===== src/common/ddr3_axi_defs.svh =====
`ifndef DDR3_AXI_DEFS_SVH
`define DDR3_AXI_DEFS_SVH

// Bus geometry
`define DDR3_ADDR_W     32                 // Byte address
`define DDR3_DATA_W     32                 // Full bus width
`define DDR3_MASK_W     (`DDR3_DATA_W / 8) // One strobe per byte lane

// Identifiers
`define DDR3_AXI_ID_W   4                  // AXI transaction ID
`define DDR3_TAG_W      4                  // Arrival-order tag to the controller

// Beats per memory command, the only burst length accepted
`define DDR3_BURST_LEN  4

// Buffer depths, powers of two
`define DDR3_CMD_DEPTH  4                  // AW, AR and B queues
`define DDR3_DATA_DEPTH 16                 // Write beats, read beats, read IDs

`endif


===== src/common/axi_pkg.sv =====
`include "ddr3_axi_defs.svh"

package axi_pkg;

  typedef logic [`DDR3_AXI_ID_W-1:0] axi_id_t;

  // AxBURST encoding, only INCR reaches the controller
  typedef enum logic [1:0] {
    AXI_BURST_FIXED = 2'b00,
    AXI_BURST_INCR  = 2'b01,
    AXI_BURST_WRAP  = 2'b10
  } axi_burst_t;

  // BRESP and RRESP encoding
  typedef enum logic [1:0] {
    AXI_RESP_OKAY   = 2'b00,
    AXI_RESP_EXOKAY = 2'b01,
    AXI_RESP_SLVERR = 2'b10,
    AXI_RESP_DECERR = 2'b11
  } axi_resp_t;

  // Write request as held in the AW queue
  typedef struct packed {
    axi_id_t                 id;    // Returned later on B
    logic [`DDR3_ADDR_W-1:0] addr;  // Raw AWADDR, aligned on the way out
  } axi_aw_t;

endpackage


===== src/common/mem_pkg.sv =====
`include "ddr3_axi_defs.svh"

package mem_pkg;

  typedef logic [`DDR3_TAG_W-1:0]  mem_tag_t;
  typedef logic [`DDR3_ADDR_W-1:0] mem_addr_t;
  typedef logic [`DDR3_MASK_W-1:0] mem_mask_t;

  // One beat towards the controller datapath
  typedef struct packed {
    logic [`DDR3_DATA_W-1:0] data;
    mem_mask_t               mask;  // Byte enables from WSTRB
    logic                    last;  // Fourth beat of the burst
  } mem_wbeat_t;

  // One beat back from the controller datapath
  typedef struct packed {
    logic [`DDR3_DATA_W-1:0] data;
    logic                    last;
  } mem_rbeat_t;

endpackage


===== src/logic/sync_fifo.sv =====
`timescale 1ns/1ps

module sync_fifo #(
  parameter type payload_t = logic [7:0],
  parameter int  DEPTH     = 4           // Power of two
) (
  input  logic     clock,
  input  logic     reset,
  input  logic     push_valid_i,
  output logic     push_ready_o,
  input  payload_t push_data_i,
  output logic     pop_valid_o,
  input  logic     pop_ready_i,
  output payload_t pop_data_o
);

  localparam int ABITS = $clog2(DEPTH);
  localparam logic [ABITS:0] FULL_COUNT = (ABITS + 1)'(DEPTH);

  payload_t         mem [DEPTH];  // Storage flops, no reset
  logic [ABITS-1:0] wr_ptr;
  logic [ABITS-1:0] rd_ptr;
  logic [ABITS:0]   count;        // Entries held
  logic             push_fire;
  logic             pop_fire;

  assign push_ready_o = (count != FULL_COUNT);  // Stall while full
  assign pop_valid_o  = (count != '0);
  assign push_fire    = push_valid_i & push_ready_o;
  assign pop_fire     = pop_valid_o & pop_ready_i;

  // Head comes straight from the storage registers
  assign pop_data_o = mem[rd_ptr];

  always_ff @(posedge clock) begin
    if (reset) begin
      wr_ptr <= '0;
      rd_ptr <= '0;
      count  <= '0;
    end else begin
      if (push_fire) wr_ptr <= wr_ptr + 1'b1;  // Wraps, depth is 2^n
      if (pop_fire)  rd_ptr <= rd_ptr + 1'b1;
      case ({push_fire, pop_fire})
        2'b10:   count <= count + 1'b1;
        2'b01:   count <= count - 1'b1;
        default: count <= count;  // Idle or push and pop together
      endcase
    end
  end

  always_ff @(posedge clock) begin
    if (push_fire) mem[wr_ptr] <= push_data_i;  // Visible one cycle later
  end

endmodule


===== src/wr_path/axi_wr_path.sv =====
`timescale 1ns/1ps
`include "ddr3_axi_defs.svh"

module axi_wr_path import axi_pkg::*, mem_pkg::*; (
  input  logic                    clock,
  input  logic                    reset,

  input  logic                    axi_awvalid_i,  // AW
  output logic                    axi_awready_o,
  input  axi_id_t                 axi_awid_i,
  input  logic [`DDR3_ADDR_W-1:0] axi_awaddr_i,
  input  logic                    axi_wvalid_i,   // W
  output logic                    axi_wready_o,
  input  logic [`DDR3_DATA_W-1:0] axi_wdata_i,
  input  logic [`DDR3_MASK_W-1:0] axi_wstrb_i,
  input  logic                    axi_wlast_i,
  output logic                    axi_bvalid_o,   // B
  input  logic                    axi_bready_i,
  output axi_id_t                 axi_bid_o,
  output axi_resp_t               axi_bresp_o,

  input  mem_tag_t                tag_i,          // Current order tag
  output logic                    mem_wrreq_o,
  input  logic                    mem_wrack_i,
  input  logic                    mem_wrerr_i,
  output mem_tag_t                mem_wrtid_o,
  output mem_addr_t               mem_wradr_o,
  output logic                    wr_issue_o,     // Command taken this cycle

  output logic                    mem_valid_o,    // Write beats
  input  logic                    mem_ready_i,
  output logic                    mem_wlast_o,
  output mem_mask_t               mem_wmask_o,
  output logic [`DDR3_DATA_W-1:0] mem_wdata_o
);

  localparam int        BURST_BYTES = `DDR3_BURST_LEN * `DDR3_MASK_W;
  localparam mem_addr_t BURST_MASK  = mem_addr_t'(BURST_BYTES - 1);

  // Pending response, ID kept locally and never sent to the controller
  typedef struct packed {
    axi_id_t   id;
    axi_resp_t resp;
  } b_entry_t;

  axi_aw_t    aw_in;
  axi_aw_t    aw_head;
  logic       aw_pending;
  mem_wbeat_t w_in;
  mem_wbeat_t w_head;
  b_entry_t   b_in;
  b_entry_t   b_head;
  logic       b_room;

  assign aw_in.id   = axi_awid_i;
  assign aw_in.addr = axi_awaddr_i;

  sync_fifo #(
    .payload_t (axi_aw_t),
    .DEPTH     (`DDR3_CMD_DEPTH)
  ) aw_fifo_i (
    .clock        (clock),
    .reset        (reset),
    .push_valid_i (axi_awvalid_i),
    .push_ready_o (axi_awready_o),
    .push_data_i  (aw_in),
    .pop_valid_o  (aw_pending),
    .pop_ready_i  (wr_issue_o),  // Retire on acknowledge
    .pop_data_o   (aw_head)
  );

  // No new request without a free B slot, so a raised request never drops
  assign mem_wrreq_o = aw_pending & b_room;
  assign wr_issue_o  = mem_wrreq_o & mem_wrack_i;
  assign mem_wrtid_o = tag_i;
  assign mem_wradr_o = aw_head.addr & ~BURST_MASK;  // Whole-burst alignment

  // Error is sampled together with the acknowledge
  assign b_in.id   = aw_head.id;
  assign b_in.resp = mem_wrerr_i ? AXI_RESP_SLVERR : AXI_RESP_OKAY;

  sync_fifo #(
    .payload_t (b_entry_t),
    .DEPTH     (`DDR3_CMD_DEPTH)
  ) b_fifo_i (
    .clock        (clock),
    .reset        (reset),
    .push_valid_i (wr_issue_o),
    .push_ready_o (b_room),
    .push_data_i  (b_in),
    .pop_valid_o  (axi_bvalid_o),  // Acknowledge order
    .pop_ready_i  (axi_bready_i),
    .pop_data_o   (b_head)
  );

  assign axi_bid_o   = b_head.id;
  assign axi_bresp_o = b_head.resp;

  // Write beats run on their own handshake
  assign w_in.data = axi_wdata_i;
  assign w_in.mask = axi_wstrb_i;
  assign w_in.last = axi_wlast_i;

  sync_fifo #(
    .payload_t (mem_wbeat_t),
    .DEPTH     (`DDR3_DATA_DEPTH)
  ) w_fifo_i (
    .clock        (clock),
    .reset        (reset),
    .push_valid_i (axi_wvalid_i),
    .push_ready_o (axi_wready_o),
    .push_data_i  (w_in),
    .pop_valid_o  (mem_valid_o),
    .pop_ready_i  (mem_ready_i),
    .pop_data_o   (w_head)
  );

  assign mem_wdata_o = w_head.data;
  assign mem_wmask_o = w_head.mask;
  assign mem_wlast_o = w_head.last;

endmodule


===== src/rd_path/axi_rd_path.sv =====
`timescale 1ns/1ps
`include "ddr3_axi_defs.svh"

module axi_rd_path import axi_pkg::*, mem_pkg::*; (
  input  logic                    clock,
  input  logic                    reset,

  input  logic                    axi_arvalid_i,  // AR, ID handled above
  output logic                    axi_arready_o,
  input  logic [`DDR3_ADDR_W-1:0] axi_araddr_i,
  output logic                    axi_rvalid_o,   // R
  input  logic                    axi_rready_i,
  output logic [`DDR3_DATA_W-1:0] axi_rdata_o,
  output logic                    axi_rlast_o,
  output axi_resp_t               axi_rresp_o,

  input  mem_tag_t                tag_i,          // Tag after grant order
  output logic                    mem_rdreq_o,
  input  logic                    mem_rdack_i,
  output mem_tag_t                mem_rdtid_o,
  output mem_addr_t               mem_rdadr_o,
  output logic                    rd_issue_o,

  input  logic                    mem_valid_i,    // Read beats
  output logic                    mem_ready_o,
  input  logic                    mem_rlast_i,
  input  logic [`DDR3_DATA_W-1:0] mem_rdata_i
);

  localparam int        BURST_BYTES = `DDR3_BURST_LEN * `DDR3_MASK_W;
  localparam mem_addr_t BURST_MASK  = mem_addr_t'(BURST_BYTES - 1);

  mem_addr_t  ar_head;
  mem_rbeat_t r_in;
  mem_rbeat_t r_head;

  // Read requests, address only
  sync_fifo #(
    .payload_t (mem_addr_t),
    .DEPTH     (`DDR3_CMD_DEPTH)
  ) ar_fifo_i (
    .clock        (clock),
    .reset        (reset),
    .push_valid_i (axi_arvalid_i),
    .push_ready_o (axi_arready_o),
    .push_data_i  (axi_araddr_i),
    .pop_valid_o  (mem_rdreq_o),  // Held until acknowledged
    .pop_ready_i  (mem_rdack_i),
    .pop_data_o   (ar_head)
  );

  assign rd_issue_o  = mem_rdreq_o & mem_rdack_i;
  assign mem_rdtid_o = tag_i;
  assign mem_rdadr_o = ar_head & ~BURST_MASK;  // Burst aligned

  // Return data, fills up while R is stalled
  assign r_in.data = mem_rdata_i;
  assign r_in.last = mem_rlast_i;

  sync_fifo #(
    .payload_t (mem_rbeat_t),
    .DEPTH     (`DDR3_DATA_DEPTH)
  ) r_fifo_i (
    .clock        (clock),
    .reset        (reset),
    .push_valid_i (mem_valid_i),
    .push_ready_o (mem_ready_o),  // Drops when full
    .push_data_i  (r_in),
    .pop_valid_o  (axi_rvalid_o),
    .pop_ready_i  (axi_rready_i),
    .pop_data_o   (r_head)
  );

  assign axi_rdata_o = r_head.data;
  assign axi_rlast_o = r_head.last;
  assign axi_rresp_o = AXI_RESP_OKAY;  // No read errors from the controller

endmodule


===== src/logic/ddr3_axi_ctrl.sv =====
`timescale 1ns/1ps
`include "ddr3_axi_defs.svh"

module ddr3_axi_ctrl import axi_pkg::*, mem_pkg::*; (
  input  logic                    clock,
  input  logic                    reset,

  input  logic                    axi_awvalid_i,
  output logic                    axi_awready_o,
  input  axi_id_t                 axi_awid_i,
  input  logic [`DDR3_ADDR_W-1:0] axi_awaddr_i,
  input  logic                    axi_wvalid_i,
  output logic                    axi_wready_o,
  input  logic [`DDR3_DATA_W-1:0] axi_wdata_i,
  input  logic [`DDR3_MASK_W-1:0] axi_wstrb_i,
  input  logic                    axi_wlast_i,
  output logic                    axi_bvalid_o,
  input  logic                    axi_bready_i,
  output axi_id_t                 axi_bid_o,
  output axi_resp_t               axi_bresp_o,

  input  logic                    axi_arvalid_i,
  output logic                    axi_arready_o,
  input  axi_id_t                 axi_arid_i,
  input  logic [`DDR3_ADDR_W-1:0] axi_araddr_i,
  output logic                    axi_rvalid_o,
  input  logic                    axi_rready_i,
  output axi_id_t                 axi_rid_o,
  output logic [`DDR3_DATA_W-1:0] axi_rdata_o,
  output logic                    axi_rlast_o,
  output axi_resp_t               axi_rresp_o,

  output logic                    mem_wrreq_o,    // Write command
  input  logic                    mem_wrack_i,
  input  logic                    mem_wrerr_i,
  output mem_tag_t                mem_wrtid_o,
  output mem_addr_t               mem_wradr_o,
  output logic                    mem_valid_o,    // Write data
  input  logic                    mem_ready_i,
  output logic                    mem_wlast_o,
  output mem_mask_t               mem_wmask_o,
  output logic [`DDR3_DATA_W-1:0] mem_wdata_o,

  output logic                    mem_rdreq_o,    // Read command
  input  logic                    mem_rdack_i,
  output mem_tag_t                mem_rdtid_o,
  output mem_addr_t               mem_rdadr_o,
  input  logic                    mem_valid_i,    // Read data
  output logic                    mem_ready_o,
  input  logic                    mem_rlast_i,
  input  logic [`DDR3_DATA_W-1:0] mem_rdata_i
);

  mem_tag_t req_tag;    // Next arrival-order tag
  mem_tag_t rd_tag;
  logic     wr_issue;
  logic     rd_issue;
  logic     rd_finish;

  // Write goes first when both are granted together
  assign rd_tag    = req_tag + mem_tag_t'(wr_issue);
  assign rd_finish = axi_rvalid_o & axi_rready_i & axi_rlast_o;  // Burst done

  always_ff @(posedge clock) begin
    if (reset) begin
      req_tag <= '0;
    end else begin
      req_tag <= req_tag + mem_tag_t'(wr_issue) + mem_tag_t'(rd_issue);  // Wraps at 16
    end
  end

  axi_wr_path wr_path_i (
    .clock         (clock),
    .reset         (reset),
    .axi_awvalid_i (axi_awvalid_i),
    .axi_awready_o (axi_awready_o),
    .axi_awid_i    (axi_awid_i),
    .axi_awaddr_i  (axi_awaddr_i),
    .axi_wvalid_i  (axi_wvalid_i),
    .axi_wready_o  (axi_wready_o),
    .axi_wdata_i   (axi_wdata_i),
    .axi_wstrb_i   (axi_wstrb_i),
    .axi_wlast_i   (axi_wlast_i),
    .axi_bvalid_o  (axi_bvalid_o),
    .axi_bready_i  (axi_bready_i),
    .axi_bid_o     (axi_bid_o),
    .axi_bresp_o   (axi_bresp_o),
    .tag_i         (req_tag),
    .mem_wrreq_o   (mem_wrreq_o),
    .mem_wrack_i   (mem_wrack_i),
    .mem_wrerr_i   (mem_wrerr_i),
    .mem_wrtid_o   (mem_wrtid_o),
    .mem_wradr_o   (mem_wradr_o),
    .wr_issue_o    (wr_issue),
    .mem_valid_o   (mem_valid_o),
    .mem_ready_i   (mem_ready_i),
    .mem_wlast_o   (mem_wlast_o),
    .mem_wmask_o   (mem_wmask_o),
    .mem_wdata_o   (mem_wdata_o)
  );

  axi_rd_path rd_path_i (
    .clock         (clock),
    .reset         (reset),
    .axi_arvalid_i (axi_arvalid_i),
    .axi_arready_o (axi_arready_o),
    .axi_araddr_i  (axi_araddr_i),
    .axi_rvalid_o  (axi_rvalid_o),
    .axi_rready_i  (axi_rready_i),
    .axi_rdata_o   (axi_rdata_o),
    .axi_rlast_o   (axi_rlast_o),
    .axi_rresp_o   (axi_rresp_o),
    .tag_i         (rd_tag),
    .mem_rdreq_o   (mem_rdreq_o),
    .mem_rdack_i   (mem_rdack_i),
    .mem_rdtid_o   (mem_rdtid_o),
    .mem_rdadr_o   (mem_rdadr_o),
    .rd_issue_o    (rd_issue),
    .mem_valid_i   (mem_valid_i),
    .mem_ready_o   (mem_ready_o),
    .mem_rlast_i   (mem_rlast_i),
    .mem_rdata_i   (mem_rdata_i)
  );

  // AR IDs in controller accept order, matched to R bursts as they finish
  sync_fifo #(
    .payload_t (axi_id_t),
    .DEPTH     (`DDR3_DATA_DEPTH)
  ) rd_id_fifo_i (
    .clock        (clock),
    .reset        (reset),
    .push_valid_i (rd_issue),
    .push_ready_o (),
    .push_data_i  (axi_arid_i),
    .pop_valid_o  (),
    .pop_ready_i  (rd_finish),
    .pop_data_o   (axi_rid_o)
  );

endmodule


===== config.mk =====
export PLATFORM = sky130hd
export DESIGN_NAME = ddr3_axi_ctrl
export DESIGN_NICKNAME = d
export VERILOG_FILES = /design/src/common/axi_pkg.sv /design/src/common/mem_pkg.sv /design/src/logic/sync_fifo.sv /design/src/wr_path/axi_wr_path.sv /design/src/rd_path/axi_rd_path.sv /design/src/logic/ddr3_axi_ctrl.sv
export VERILOG_INCLUDE_DIRS = /design/src /design/src/common
export SDC_FILE = /design/constraint.sdc
export NUM_CORES = 1
export LEC_CHECK = 0
export ABC_AREA = 1
export BUFFER_PORTS_ARGS = -buffer_cell sky130_fd_sc_hd__buf_4
export CORE_MARGIN = 1.5
export CORE_UTILIZATION = 38
export CTS_CLUSTER_SIZE = 16
export DETAILED_ROUTE_END_ITERATION = 8
export HOLD_SLACK_MARGIN = 0.05
export PLACE_DENSITY = 0.56
export SYNTH_ARGS = -nofsm -noshare
export SYNTH_HDL_FRONTEND = slang
export SYNTH_SLANG_ARGS = --single-unit

===== constraint.sdc =====
create_clock -name clock -period 7.39 [get_ports clock]
set_clock_uncertainty 0.15 [all_clocks]
set_input_delay 1.478 -clock clock [delete_from_list [all_inputs] [get_ports clock]]
set_output_delay 1.478 -clock clock [all_outputs]
set_load 0.01 [all_outputs]

Word level (Yosys, flattened, before mapping):

Memory sizes are Yosys's and may differ from the RTL's. A register that Yosys moved wholly into a read port is not among the register bits.
Index checks and enable logic that the tools add are counted.

* input bits: 154
* latch bits: 0
* register bits: 64
* logic and storage cells: 127
* ROM bits: 0
* RAM bits: 1480
* memories kept: 6

Memory list
* wr_path_i.w_fifo_i.mem: depth 16, width 37, rd ports 1, clocked after memory_dff 1, write ports 1, line sync_fifo.sv:20 `payload_t mem [DEPTH];`
* rd_path_i.r_fifo_i.mem: depth 16, width 33, rd ports 1, clocked after memory_dff 1, write ports 1, line sync_fifo.sv:20
* wr_path_i.aw_fifo_i.mem: depth 4, width 36, rd ports 1, clocked after memory_dff 1, write ports 1, line sync_fifo.sv:20
* rd_path_i.ar_fifo_i.mem: depth 4, width 32, rd ports 1, clocked after memory_dff 1, write ports 1, line sync_fifo.sv:20
* rd_id_fifo_i.mem: depth 16, width 4, rd ports 1, clocked after memory_dff 1, write ports 1, line sync_fifo.sv:20
* wr_path_i.b_fifo_i.mem: depth 4, width 6, rd ports 1, clocked after memory_dff 1, write ports 1, line sync_fifo.sv:20

* divide/modulo/power cells: 0
* equality and inequality tests: 18
* $mul: 0
* magnitude comparators: 0
* bitwise logic cells: 15
* add/subtract/negate cells: 26
* shifts and indexed selects: 0
* muxes and demuxes: 31
* reduce and logical (&&, ||, !) cells: 12

Operators by type and width (count)
* case mux 5 bit (2 select lines): 3
* adder 4 x 1 -> 4 bit, second input constant: 6
* two-way mux 4 bit: 6
* case mux 3 bit (2 select lines): 3
* adder 5 x 1 -> 5 bit, second input constant: 3
* AND 1 bit: 15
* != test 5 bit, second input constant: 3
* nonzero test 5 bit: 3
* subtractor 5 x 1 -> 5 bit, second input constant: 3
* two-way mux 2 bit: 7
* adder 2 x 1 -> 2 bit, second input constant: 6
* equality test 2 x 1 -> 1 bit, second input constant: 6
* equality test 2 bit, second input constant: 6
* two-way mux 1 bit: 12
* nonzero test 2 bit: 6
* adder 3 x 1 -> 3 bit, second input constant: 3
* != test 3 bit, second input constant: 3
* nonzero test 3 bit: 3
* subtractor 3 x 1 -> 3 bit, second input constant: 3
* adder 4 x 1 -> 4 bit: 2

Logic depth before layout (Yosys ltp):

Gate-level depths: netlist of run 1.

* depth in word-level cells: 6
* gate-level depth with buffers: 20
* depth with buffers taken out: 20

Cells and area by module:

Synthesis of run 1 repeated with hierarchy kept, for this count alone.

* cells, all modules: 4493
* area total of the unflattened synthesis: 63066.7 µm²

Modules (own cells, without submodules)
* sync_fifo (wr_path_i.w_fifo_i): instances 1, sequential area each 18117.4 µm², area each 24523.5 µm², cells an instance 1690
* sync_fifo (rd_path_i.r_fifo_i): instances 1, sequential area each 16195.5 µm², area each 22083.7 µm², cells an instance 1520
* sync_fifo (wr_path_i.aw_fifo_i): instances 1, sequential area each 4504.3 µm², area each 5869.4 µm², cells an instance 416
* sync_fifo (rd_path_i.ar_fifo_i): instances 1, sequential area each 4023.9 µm², area each 5268.8 µm², cells an instance 377
* sync_fifo (rd_id_fifo_i): instances 1, sequential area each 2262.2 µm², area each 3512.1 µm², cells an instance 303
* sync_fifo (wr_path_i.b_fifo_i): instances 1, sequential area each 900.9 µm², area each 1390.1 µm², cells an instance 126
* ddr3_axi_ctrl: instances 1, sequential area each 80.1 µm², area each 251.5 µm², cells an instance 35
* axi_rd_path: instances 1, sequential area each 0.0 µm², area each 86.3 µm², cells an instance 13
* axi_wr_path: instances 1, sequential area each 0.0 µm², area each 81.3 µm², cells an instance 13

Worst setup path after synthesis of run 1:

No wires, ideal clock.

* path type: in2out
* start: input mem_wrack_i
* end: output mem_rdtid_o[2]
* stages: 6
* data arrival time: 2569 ps
* required time: 5762 ps
* slack: 3193 ps
* cell sequence: nand2_1 clkbuf_1 inv_1 ha_1 ha_1 xor2_1

* word-level cells in the longest chain between the ends: 2

RTL lines
* start, declared: line ddr3_axi_ctrl.sv:34 `input logic mem_wrack_i,`
* AND 1 bit: line axi_wr_path.sv:74 `assign wr_issue_o = mem_wrreq_o & mem_wrack_i;`
* adder 4 x 1 -> 4 bit: line ddr3_axi_ctrl.sv:61 `assign rd_tag = req_tag + mem_tag_t'(wr_issue);`
* end, declared: line ddr3_axi_ctrl.sv:46 `output mem_tag_t mem_rdtid_o,`

Every way passes these cells.

==> flow_summary.json, run 1 <==
{
  "rsz0062_at_grt": "no",
  "p_leak_nw": 23.56,
  "finalNetCount": 4822,
  "track_usage_pct": 18.01,
  "endpoint_kind": "output port",
  "maxSlewViolCount": 0,
  "cp-start-kind": "flop",
  "via_per_inst": 5.265,
  "fin_crit_ns": 5.865,
  "initial_core_util_pct": 38.40,
  "drv_cap": 0,
  "tightest_slew_ns": 1.111,
  "status": "finished, final reports clean",
  "route.detailed.drc": 0,
  "clk_latency_ns": 0.79,
  "tritoncts": "built",
  "io_buffers": 297,
  "cp_max_fo": 64,
  "syn_area_per_cell_um2": 13.76,
  "power.density_nw_per_um2": 335.7,
  "root_buffer": "clkbuf_16",
  "antenna_found_initial": 14,
  "ios": 317,
  "dp_hpwl_um": 74780,
  "grt_first_pass_wirelength_um": 219100,
  "worstPathArrival_ns": 4.24,
  "rows": 145,
  "cts.sinks": 1526,
  "area_delta_synth_final_pct": 16.08,
  "synth_area_um2": 60270,
  "grt_max_degree": 205,
  "timing_worst_setup_path_type": "flop to output port",
  "die_w_um": 401.2,
  "numCtsBuffers": 166,
  "synth.yosys.seq_area_share_pct": 74.67,
  "synthArstFlopShare_pct": 0,
  "grt_pass1_vias": 34820,
  "cts_hold_buf": 0,
  "synth-edff-count": 1444,
  "syn_inst": 4381,
  "yosysWarnings": 0,
  "ys.flop_type": "edfxtp_1",
  "core-area_um2": 156900,
  "hold_violations": 0,
  "hp-class": "flop to flop",
  "whs_ns": 0.3012,
  "ys_types": 41,
  "cp.required_ns": 5.76,
  "wire_per_inst_um": 21.77,
  "vias": 35860,
  "dr.pass1.iters": 5,
  "gr-total-overflow": 0,
  "peakVddDrop_mv": 0.2228,
  "ant_nets": 0,
  "gp_congestion": 0.7298,
  "first_iter_violations": 2790,
  "h-tree-depth": 4,
  "drive_gt1_share_pct": 13.66,
  "slew_headroom_pct": 25.86,
  "fillers": 13970,
  "die_y_um": 401.2,
  "finalSetupTns_ns": 0,
  "totalWireLength_um": 148300,
  "postCtsSetupRepairBufs": 0,
  "synth_seq_cells": 1526,
  "die_area_um2": 161000,
  "post_cts_resized": 0,
  "fmax_ghz": 0.1705,
  "min_period_over_period_pct": 79.36,
  "clockBufferDepth": 3,
  "finalSetupViolCount": 0,
  "clkSlewWorstSetupHoldPaths_ns": 0.06
}
==> path summary, 6_finish.rpt <==
kind	from	endpoint	slack, ns	cells past startpoint
hold reg to reg	rd_path_i.ar_fifo_i.count[0]$_SDFFE_PP0P_	rd_path_i.ar_fifo_i.count[0]$_SDFFE_PP0P_	0.30	1
hold / removal	rd_path_i.ar_fifo_i.count[0]$_SDFFE_PP0P_	rd_path_i.ar_fifo_i.count[0]$_SDFFE_PP0P_	0.30	1
setup reg to reg	flop	rd_id_fifo_i.count[4]$_SDFFE_PP0P_	3.24	17
setup / recovery	flop	axi_rdata_o[4]	1.52	7
==> logic make-up (layout without fill, tap and decap cells) <==
| group | after synthesis | in the layout | share of synthesized area, % |
|---|---|---|---|
| buffers and inverters | 600 | 960 | 4.115 |
| xor gates and xnor gates | 10 | 10 | 0.1453 |
| other | 1 | 13 | 0.006222 |
| muxes | 164 | 164 | 2.724 |
| and+or+nand+nor | 769 | 769 | 5.095 |
| adders and majority gates | 50 | 50 | 1.100 |
| AOI/OAI and AO/OA | 1261 | 1261 | 12.14 |
| DFF | 1526 | 1526 | 74.67 |
==> power by group <==
part | total (mW) | internal (mW) | switching, mW
clock | 8.04 | 4.60 | 3.44
combinational | 5.18 | 1.86 | 3.32
sequential | 10.3 | 9.91 | 0.350
==> placed cells by master, fill, tap and decap left out, types with 11 or more instances in the layout <==
cell and count:
buf_4 360, o21ai_1 20, nand3_1 99, ha_1 45, clkbuf_1 41, inv_1 282, o221ai_1 96, edfxtp_1 1444
o21ai_0 623, clkbuf_16 166, a21oi_1 217, clkinv_2 21, conb_1 11, clkinv_1 46, nand2_1 153, nor2_1 460
o22ai_1 97, bufinv_16 12, nor2_4 36, mux2i_1 164, dfxtp_1 72, o211ai_1 196
==> synthesized netlist by cell type, types with 3 or more instances <==
cell type | count | area share (%)
buf_4 | 42 | 0.52
nand2_1 | 153 | 0.95
nand3_1 | 99 | 0.82
clkbuf_1 | 196 | 1.2
buf_1 | 18 | 0.11
o22ai_1 | 97 | 1.0
mux2i_1 | 164 | 2.7
dfxtp_1 | 82 | 2.7
xnor2_1 | 6 | 0.087
edfxtp_1 | 1444 | 72
o21ai_0 | 623 | 5.2
o221ai_1 | 96 | 1.4
nor2_1 | 500 | 3.1
xor2_1 | 4 | 0.058
fa_1 | 5 | 0.17
clkinv_1 | 3 | 0.019
o211ai_1 | 196 | 2.4
ha_1 | 45 | 0.93
a21oi_1 | 217 | 1.8
o21ai_1 | 20 | 0.17
nand4_1 | 9 | 0.093
inv_1 | 288 | 1.8
buf_2 | 47 | 0.39
==> metrics by stage <==
stage	utilization (%)	cell area [um2]	setup WS, ns	power [mW]	instances
finish	44.58	69960	1.525	23.48	6811
global route	44.58	69960	1.313	24.65	6811
CTS	44.58	69960	1.447	23.74	6809
detailed placement	41.18	64620	2.312	15.68	6508
global placement	41.18	64620	2.341	15.61	6508
floorplan	-	60310	3.193	13.67	4391
==> registers in the layout, indices dropped and copies added, names as in the netlist, 3 cells and up, named ones only <==
signal                     count
rd_path_i.r_fifo_i.wr_ptr      4
req_tag                        4
wr_path_i.b_fifo_i.mem        20
rd_path_i.r_fifo_i.rd_ptr      4
rd_path_i.ar_fifo_i.mem      112
rd_id_fifo_i.mem              64
rd_id_fifo_i.rd_ptr            4
rd_id_fifo_i.count             5
wr_path_i.b_fifo_i.count       3
wr_path_i.aw_fifo_i.count      3
rd_path_i.r_fifo_i.count       5
wr_path_i.w_fifo_i.count       5
wr_path_i.w_fifo_i.wr_ptr      4
rd_path_i.r_fifo_i.mem       528
wr_path_i.w_fifo_i.rd_ptr      4
wr_path_i.aw_fifo_i.mem      128
rd_path_i.ar_fifo_i.count      3
wr_path_i.w_fifo_i.mem       592
rd_id_fifo_i.wr_ptr            4
==> worst max-delay path: stages, from the launching register on <==
cell	delay, ns
dfxtp_4	0.86
clkinv_2	0.98
buf_4	0.65
o21ai_0	0.18
o221ai_1	0.15
o211ai_1	0.16
nand2_1	0.23
buf_4	0.22
==> cell type report <==
class,instances,area [um2],area share (%)
Antenna cell,2,5.005,0.007154
Clock buffer,207,4308,6.158
Clock inverter,94,1023,1.463
Inverter,294,1114,1.592
Multi-Input combinational cell,2265,13100,18.73
Sequential cell,1526,45030,64.37
Tap cell,2058,2575,3.681
Timing Repair Buffer,365,2803,4.006
==> per-layer routing <==
layer / wire (um) / track usage [%]
met5: 91 / 0
met4: 4202 / 6.130
met3: 9723 / 3.987
met2: 68540 / 28.36
met1: 65750 / 24.65
Power figures use the tool's default switching activity.
==> run 2, diff against run 1 <==
Settings changed: ABC_AREA 1 to 0.
Clock period 7.39 ns to 5.65 ns, I/O delays scaled along.
==> run 2 against run 1 <==
Largest power group unchanged; hold slack gained 0.050 ns; first-iteration DRC count shrank 32%; sequential cell count is the same; non-clock buffer count shrank 3; cell area shrank 2.1%; synthesized area shrank 3.3%; sequential share of layout area grew 1.4 points; critical path depth shrank 3; utilization grew 0.44 points; highest routed layer unchanged; clock-buffer cell count shrank 18; critical path type unchanged; combinational power shrank 4.6%; setup slack lost 0.45 ns.
==> flow_summary.json, run 2 <==
{
  "synthMuxAreaShare_pct": 16.92,
  "layout_common_cells": "edfxtp_1 (1444), mux4_2 (432), buf_4 (355)",
  "synth_top_family_by_area": "multiplexers",
  "dr.pass1.iters": 7,
  "rsz0062_at_grt": "no",
  "reg2reg_depth": 14,
  "finalSetupTns_ns": 0,
  "largest_reg_flops": 592,
  "worst_slack_ns": 1.071,
  "synth_area_um2": 58280,
  "cp_max_fo": 33,
  "power.density_nw_per_um2": 421.4,
  "whs_endpoint": "rd_id_fifo_i.rd_ptr[3]$_SDFFE_PP0P_",
  "first_iter_violations": 1891,
  "die_y_um": 394.6,
  "wire_per_inst_um": 25.76,
  "drv_cap": 0,
  "vias": 26630,
  "fin_crit_ns": 4.579,
  "cts_hold_buf": 0,
  "stdcell_area_um2": 68470,
  "h-tree-depth": 4,
  "slew_headroom_pct": 24.73,
  "via_per_inst": 5.246,
  "hold_violations": 0,
  "cp-start-kind": "flop",
  "core-area_um2": 152100,
  "die_w_um": 394.6,
  "root_buffer": "clkbuf_16",
  "synth-adder-area-share_pct": 1.138,
  "rrSetupSlack_ns": 1.50,
  "fmax_ghz": 0.2184,
  "mostFrequentLayoutCell": "edfxtp_1",
  "synthTopCellsByArea": "edfxtp_1 (74%), mux4_2 (17%), dfxtp_1 (2.8%), ha_1 (0.97%), nor2_1 (0.62%)",
  "post_cts_resized": 0,
  "synthTopCellsByCount": "edfxtp_1 (1444), mux4_2 (432), nor2_1 (97)",
  "placed_area_um2": 63100,
  "drive_gt1_share_pct": 35.34,
  "r2r-end": "rd_id_fifo_i.count[4]$_SDFFE_PP0P_",
  "gp_congestion": 0.7329,
  "clkSlewWorstSetupHoldPaths_ns": 0.06,
  "clk_latency_ns": 0.80,
  "synth-compound-area-share_pct": 0.5432,
  "synthArstFlopShare_pct": 0,
  "synth.top_cell.area_share_pct": 74.40,
  "clockBufferDepth": 3,
  "die_area_um2": 155700,
  "ant_nets": 0,
  "synth_xor_xnor_area_share_pct": 0.7063,
  "whs_ns": 0.3513,
  "hp-class": "flop to flop",
  "grt_first_pass_wirelength_um": 191300,
  "area_delta_synth_final_pct": 17.48,
  "synth.yosys.seq_area_share_pct": 77.22,
  "antenna_found_initial": 11,
  "synth-edff-count": 1444,
  "p_leak_nw": 21.66,
  "timing_worst_setup_path_type": "flop to output port",
  "maxSlewViolCount": 0,
  "syn_inst": 2542,
  "syn_area_per_cell_um2": 22.93,
  "ys_types": 46,
  "endpoint_kind": "output port",
  "finalSetupViolCount": 0,
  "synth_seq_cells": 1526,
  "tightest_slew_ns": 1.129,
  "gr-total-overflow": 0,
  "yosysWarnings": 0,
  "initial_core_util_pct": 38.32,
  "min_period_over_period_pct": 81.05,
  "rows": 143,
  "dp_hpwl_um": 73300,
  "ys.flop_type": "edfxtp_1",
  "totalWireLength_um": 130800,
  "reg_top3": "wr_path_i.w_fifo_i.mem (592), rd_path_i.r_fifo_i.mem (528), wr_path_i.aw_fifo_i.mem (128)",
  "postCtsSetupRepairBufs": 0,
  "cts.sinks": 1526,
  "whs_path_depth": 2,
  "worstPathArrival_ns": 3.30,
  "post-place-ws_ns": 1.238,
  "io_buffers": 297,
  "route.detailed.drc": 0,
  "cp.required_ns": 4.37,
  "grt_max_degree": 129,
  "status": "finished, final reports clean",
  "synth_top_cell_by_area": "edfxtp_1",
  "numCtsBuffers": 161,
  "finalNetCount": 3120,
  "peakVddDrop_mv": 0.2638,
  "grt_pass1_vias": 28510,
  "hp-start": "rd_id_fifo_i.rd_ptr[3]$_SDFFE_PP0P_",
  "ios": 317,
  "top_register": "wr_path_i.w_fifo_i.mem",
  "synthSimpleGateAreaFrac_pct": 1.821,
  "track_usage_pct": 16.80,
  "yosysMostFrequentCell": "edfxtp_1",
  "tritoncts": "built"
}
==> run 2: worst max-delay path, cell delays in order (launching register included) <==
cell and delay [ns]:
dfxtp_4 0.82, buf_4 0.48, mux4_2 0.55, mux4_2 0.50, buf_4 0.17
==> run 2: per-layer routing <==
| metal | part of all wire [%] | track usage [%] | up-vias |
|---|---|---|---|
| met5 | 0.083 | 0 | - |
| met4 | 1.9 | 4.396 | 18 |
| met3 | 6.4 | 4.364 | 186 |
| met2 | 50 | 27.97 | 716 |
| met1 | 41 | 21.91 | 14400 |
| li1 | - | - | 11310 |
==> run 2: final cells by class <==
type | count | area, um2
Timing Repair Buffer | 362 | 2805
Tap cell | 2030 | 2540
Fill cell | 12650 | 83620
Sequential cell | 1526 | 45030
Inverter | 39 | 146.4
Clock buffer | 189 | 4154
Antenna cell | 1 | 2.502
Clock inverter | 103 | 1211
Multi-Input combinational cell | 826 | 12580
==> run 2: worst max path at each step <==
| stage | start | endpoint | slack [ns] | cells after the start |
|---|---|---|---|---|
| finish | flop | mem_wdata_o[22] | 1.07 | 4 |
| global route | flop | mem_wmask_o[3] | 0.86 | 4 |
| CTS | flop | mem_wdata_o[22] | 0.90 | 4 |
| detailed placement | mem_rdack_i | rd_id_fifo_i.count[4]$_SDFFE_PP0P_ | 1.24 | 13 |
| global placement | mem_rdack_i | rd_id_fifo_i.count[4]$_SDFFE_PP0P_ | 1.07 | 13 |
| floorplan | axi_wvalid_i | wr_path_i.w_fifo_i.mem[3][0]$_DFFE_PP_ | 0.81 | 4 |
==> run 2: metrics by stage <==
stage          total power, mW  instances  utilization, %
2_1_floorplan            16.68       2552               -
5_1_grt                  30.03       5076           45.02
3_3_place_gp             18.43       4783           41.49
4_1_cts                  29.26       5075           45.02
6_report                 28.85       5076           45.02
3_5_place_dp             18.63       4783           41.49
==> run 2: cell families (layout without fill, tap and decap cells) <==
group	Yosys count	in the layout
AOI/OAI and AO/OA	51	51
xor gates and xnor gates	47	47
adders and majority gates	50	50
buffers and inverters	200	693
DFF	1526	1526
muxes	445	445
other	1	12
and+or+nand+nor	222	222
==> run 2: power breakdown <==
group | internal, mW | switching [mW] | total (mW) | leakage (nW)
logic | 2.46 | 2.48 | 4.94 | 5.31
clock network | 6.15 | 4.42 | 10.6 | 2.60
registers | 13.0 | 0.378 | 13.3 | 13.7
==> run 3, diff against run 2 <==
Clock period 5.65 ns to 4.3 ns, I/O delays scaled along.
==> run 3 against run 2 <==
Setup slack worse by 0.86 ns; sequential power is 31% higher; global-route usage is 0.21 points lower; wire length is 1.5% lower; combinational power is 35% higher; clock power is 30% higher; utilization is 0.25 points higher; die area stayed put; critical endpoint is now mem_rdtid_o[2]; largest cell class unchanged.
==> flow_summary.json, run 3 (synthesis gave the netlist of run 2 again) <==
{
  "slew_headroom_pct": 39.27,
  "tritoncts": "built",
  "reg2reg_depth": 13,
  "route.detailed.drc": 0,
  "mostFrequentLayoutCell": "edfxtp_1",
  "status": "finished, final reports clean",
  "finalSetupTns_ns": 0,
  "r2r-end": "rd_id_fifo_i.count[4]$_SDFFE_PP0P_",
  "ios": 317,
  "timing_worst_setup_path_type": "flop to output port",
  "worstPathArrival_ns": 3.08,
  "root_buffer": "clkbuf_16",
  "cts.sinks": 1526,
  "whs_ns": 0.1195,
  "totalWireLength_um": 128900,
  "cp-start-kind": "flop",
  "cp.required_ns": 3.29,
  "grt_max_degree": 75,
  "numCtsBuffers": 160,
  "hold_violations": 0,
  "gp_congestion": 0.7433,
  "die_y_um": 394.6,
  "wire_per_inst_um": 25.29,
  "vias": 26430,
  "min_period_over_period_pct": 95.04,
  "crit_top_cell": "ha_1",
  "grt_pass1_vias": 28530,
  "post-place-ws_ns": 0.5209,
  "io_buffers": 297,
  "cpMaxStageDelayCell": "a31oi_1",
  "stdcell_area_um2": 68850,
  "drive_gt1_share_pct": 35.39,
  "die_area_um2": 155700,
  "tightest_slew_ns": 0.9089,
  "finalNetCount": 3132,
  "crit_path_end": "mem_rdtid_o[2]",
  "fin_crit_ns": 4.087,
  "rsz0062_at_grt": "no",
  "largest_reg_flops": 592,
  "h-tree-depth": 4,
  "area_delta_synth_final_pct": 18.14,
  "grt_first_pass_wirelength_um": 188800,
  "first_iter_violations": 1865,
  "p_leak_nw": 21.77,
  "antenna_found_initial": 13,
  "finalSetupViolCount": 0,
  "peakVddDrop_mv": 0.3599,
  "crit_chain": "inv_1 > a31oi_1 > and2_2 > ha_1 > ha_1 > xor2_1 > buf_4",
  "placed_area_um2": 63420,
  "die_w_um": 394.6,
  "worst_slack_ns": 0.2133,
  "dp_hpwl_um": 71950,
  "dr.pass1.iters": 5,
  "top_register": "wr_path_i.w_fifo_i.mem",
  "rows": 143,
  "rrSetupSlack_ns": 0.48,
  "power.density_nw_per_um2": 550.1,
  "hp-class": "input port to flop",
  "clk_latency_ns": 0.78,
  "slowest_delay_ns": 0.49,
  "core-area_um2": 152100,
  "cp.depth": 7,
  "cp_max_fo": 7,
  "endpoint_kind": "output port",
  "clkSlewWorstSetupHoldPaths_ns": 0.06,
  "initial_core_util_pct": 38.32,
  "reg_top3": "wr_path_i.w_fifo_i.mem (592), rd_path_i.r_fifo_i.mem (528), wr_path_i.aw_fifo_i.mem (128)",
  "maxSlewViolCount": 0,
  "clockBufferDepth": 3,
  "ant_nets": 0,
  "drv_cap": 0,
  "fmax_ghz": 0.2447,
  "critPathTopFamily": "compound AO/OA/AOI/OAI gates",
  "gr-total-overflow": 0,
  "via_per_inst": 5.188,
  "layout_common_cells": "edfxtp_1 (1444), mux4_2 (432), buf_4 (344)",
  "crit_buf_inv": 2,
  "critical_path.startpoint": "wr_path_i.b_fifo_i.count[0]$_SDFFE_PP0P_",
  "track_usage_pct": 16.59
}
run 3: cell count changes in the layout (fill, tap and decap cells not counted), moves of 4 or more:
cell	delta
buf_12	+18
clkbuf_1	+5
nor3_4	+4
clkinv_2	+4
buf_4	-11
dlygate4sd3_1	+4
nor3_2	-4
run 3: worst min path at each step:
stage               slack (ns)  depth (start not counted)                                      start                                         to
global route              0.06                          1                           axi_awaddr_i[18]   wr_path_i.aw_fifo_i.mem[0][18]$_DFFE_PP_
CTS                       0.05                          1                           axi_awaddr_i[19]   wr_path_i.aw_fifo_i.mem[0][19]$_DFFE_PP_
detailed placement        0.34                          2  wr_path_i.aw_fifo_i.count[2]$_SDFFE_PP0P_  wr_path_i.aw_fifo_i.count[2]$_SDFFE_PP0P_
finish                    0.12                          1                           axi_awaddr_i[23]   wr_path_i.aw_fifo_i.mem[3][23]$_DFFE_PP_
floorplan                 0.32                          2   wr_path_i.b_fifo_i.count[2]$_SDFFE_PP0P_   wr_path_i.b_fifo_i.count[2]$_SDFFE_PP0P_
global placement          0.33                          2  wr_path_i.aw_fifo_i.count[2]$_SDFFE_PP0P_  wr_path_i.aw_fifo_i.count[2]$_SDFFE_PP0P_
run 3: area by class of cell:
| type | count | area [um2] |
|---|---|---|
| sequential | 1526 | 45030 |
| inverter | 39 | 146.4 |
| antenna | 2 | 5.005 |
| timing repair buffer | 375 | 3176 |
| clock buffer | 195 | 4175 |
| clock inverter | 102 | 1184 |
| multi-input combinational | 826 | 12600 |
| tap | 2030 | 2540 |
| fill | 12620 | 83230 |
run 3: power by group:
part,internal [mW],switching [mW],leakage [nW]
clock network,7.94,5.83,2.60
logic,3.31,3.38,5.42
registers,17.0,0.379,13.7
total,28.3,9.60,21.8
run 3: metrics by stage:
stage          util, %  instances  power, mW
2_1_floorplan        -       2552      21.91
3_3_place_gp     41.70       4791      24.30
3_5_place_dp     41.70       4791      24.53
4_1_cts          45.25       5092      38.42
5_1_grt          45.27       5094      39.45
6_report         45.27       5095      37.88
run 3: routing by layer:
metal,wire length [um],global-route usage (%)
met1,53650,21.73
met2,63500,27.18
met3,8993,4.595
met4,2610,4.629
met5,96,0
run 3: repair_timing:
| action | in CTS | in global routing |
|---|---|---|
| buffers inserted | 0 | 0 |
| setup endpoints to repair | 1 | 1 |
| endpoints found under the hold margin | 12 | 0 |
| cloned | 0 | 1 |
| hold buffers | 4 | 0 |
| gates resized for setup | 1 | 1 |
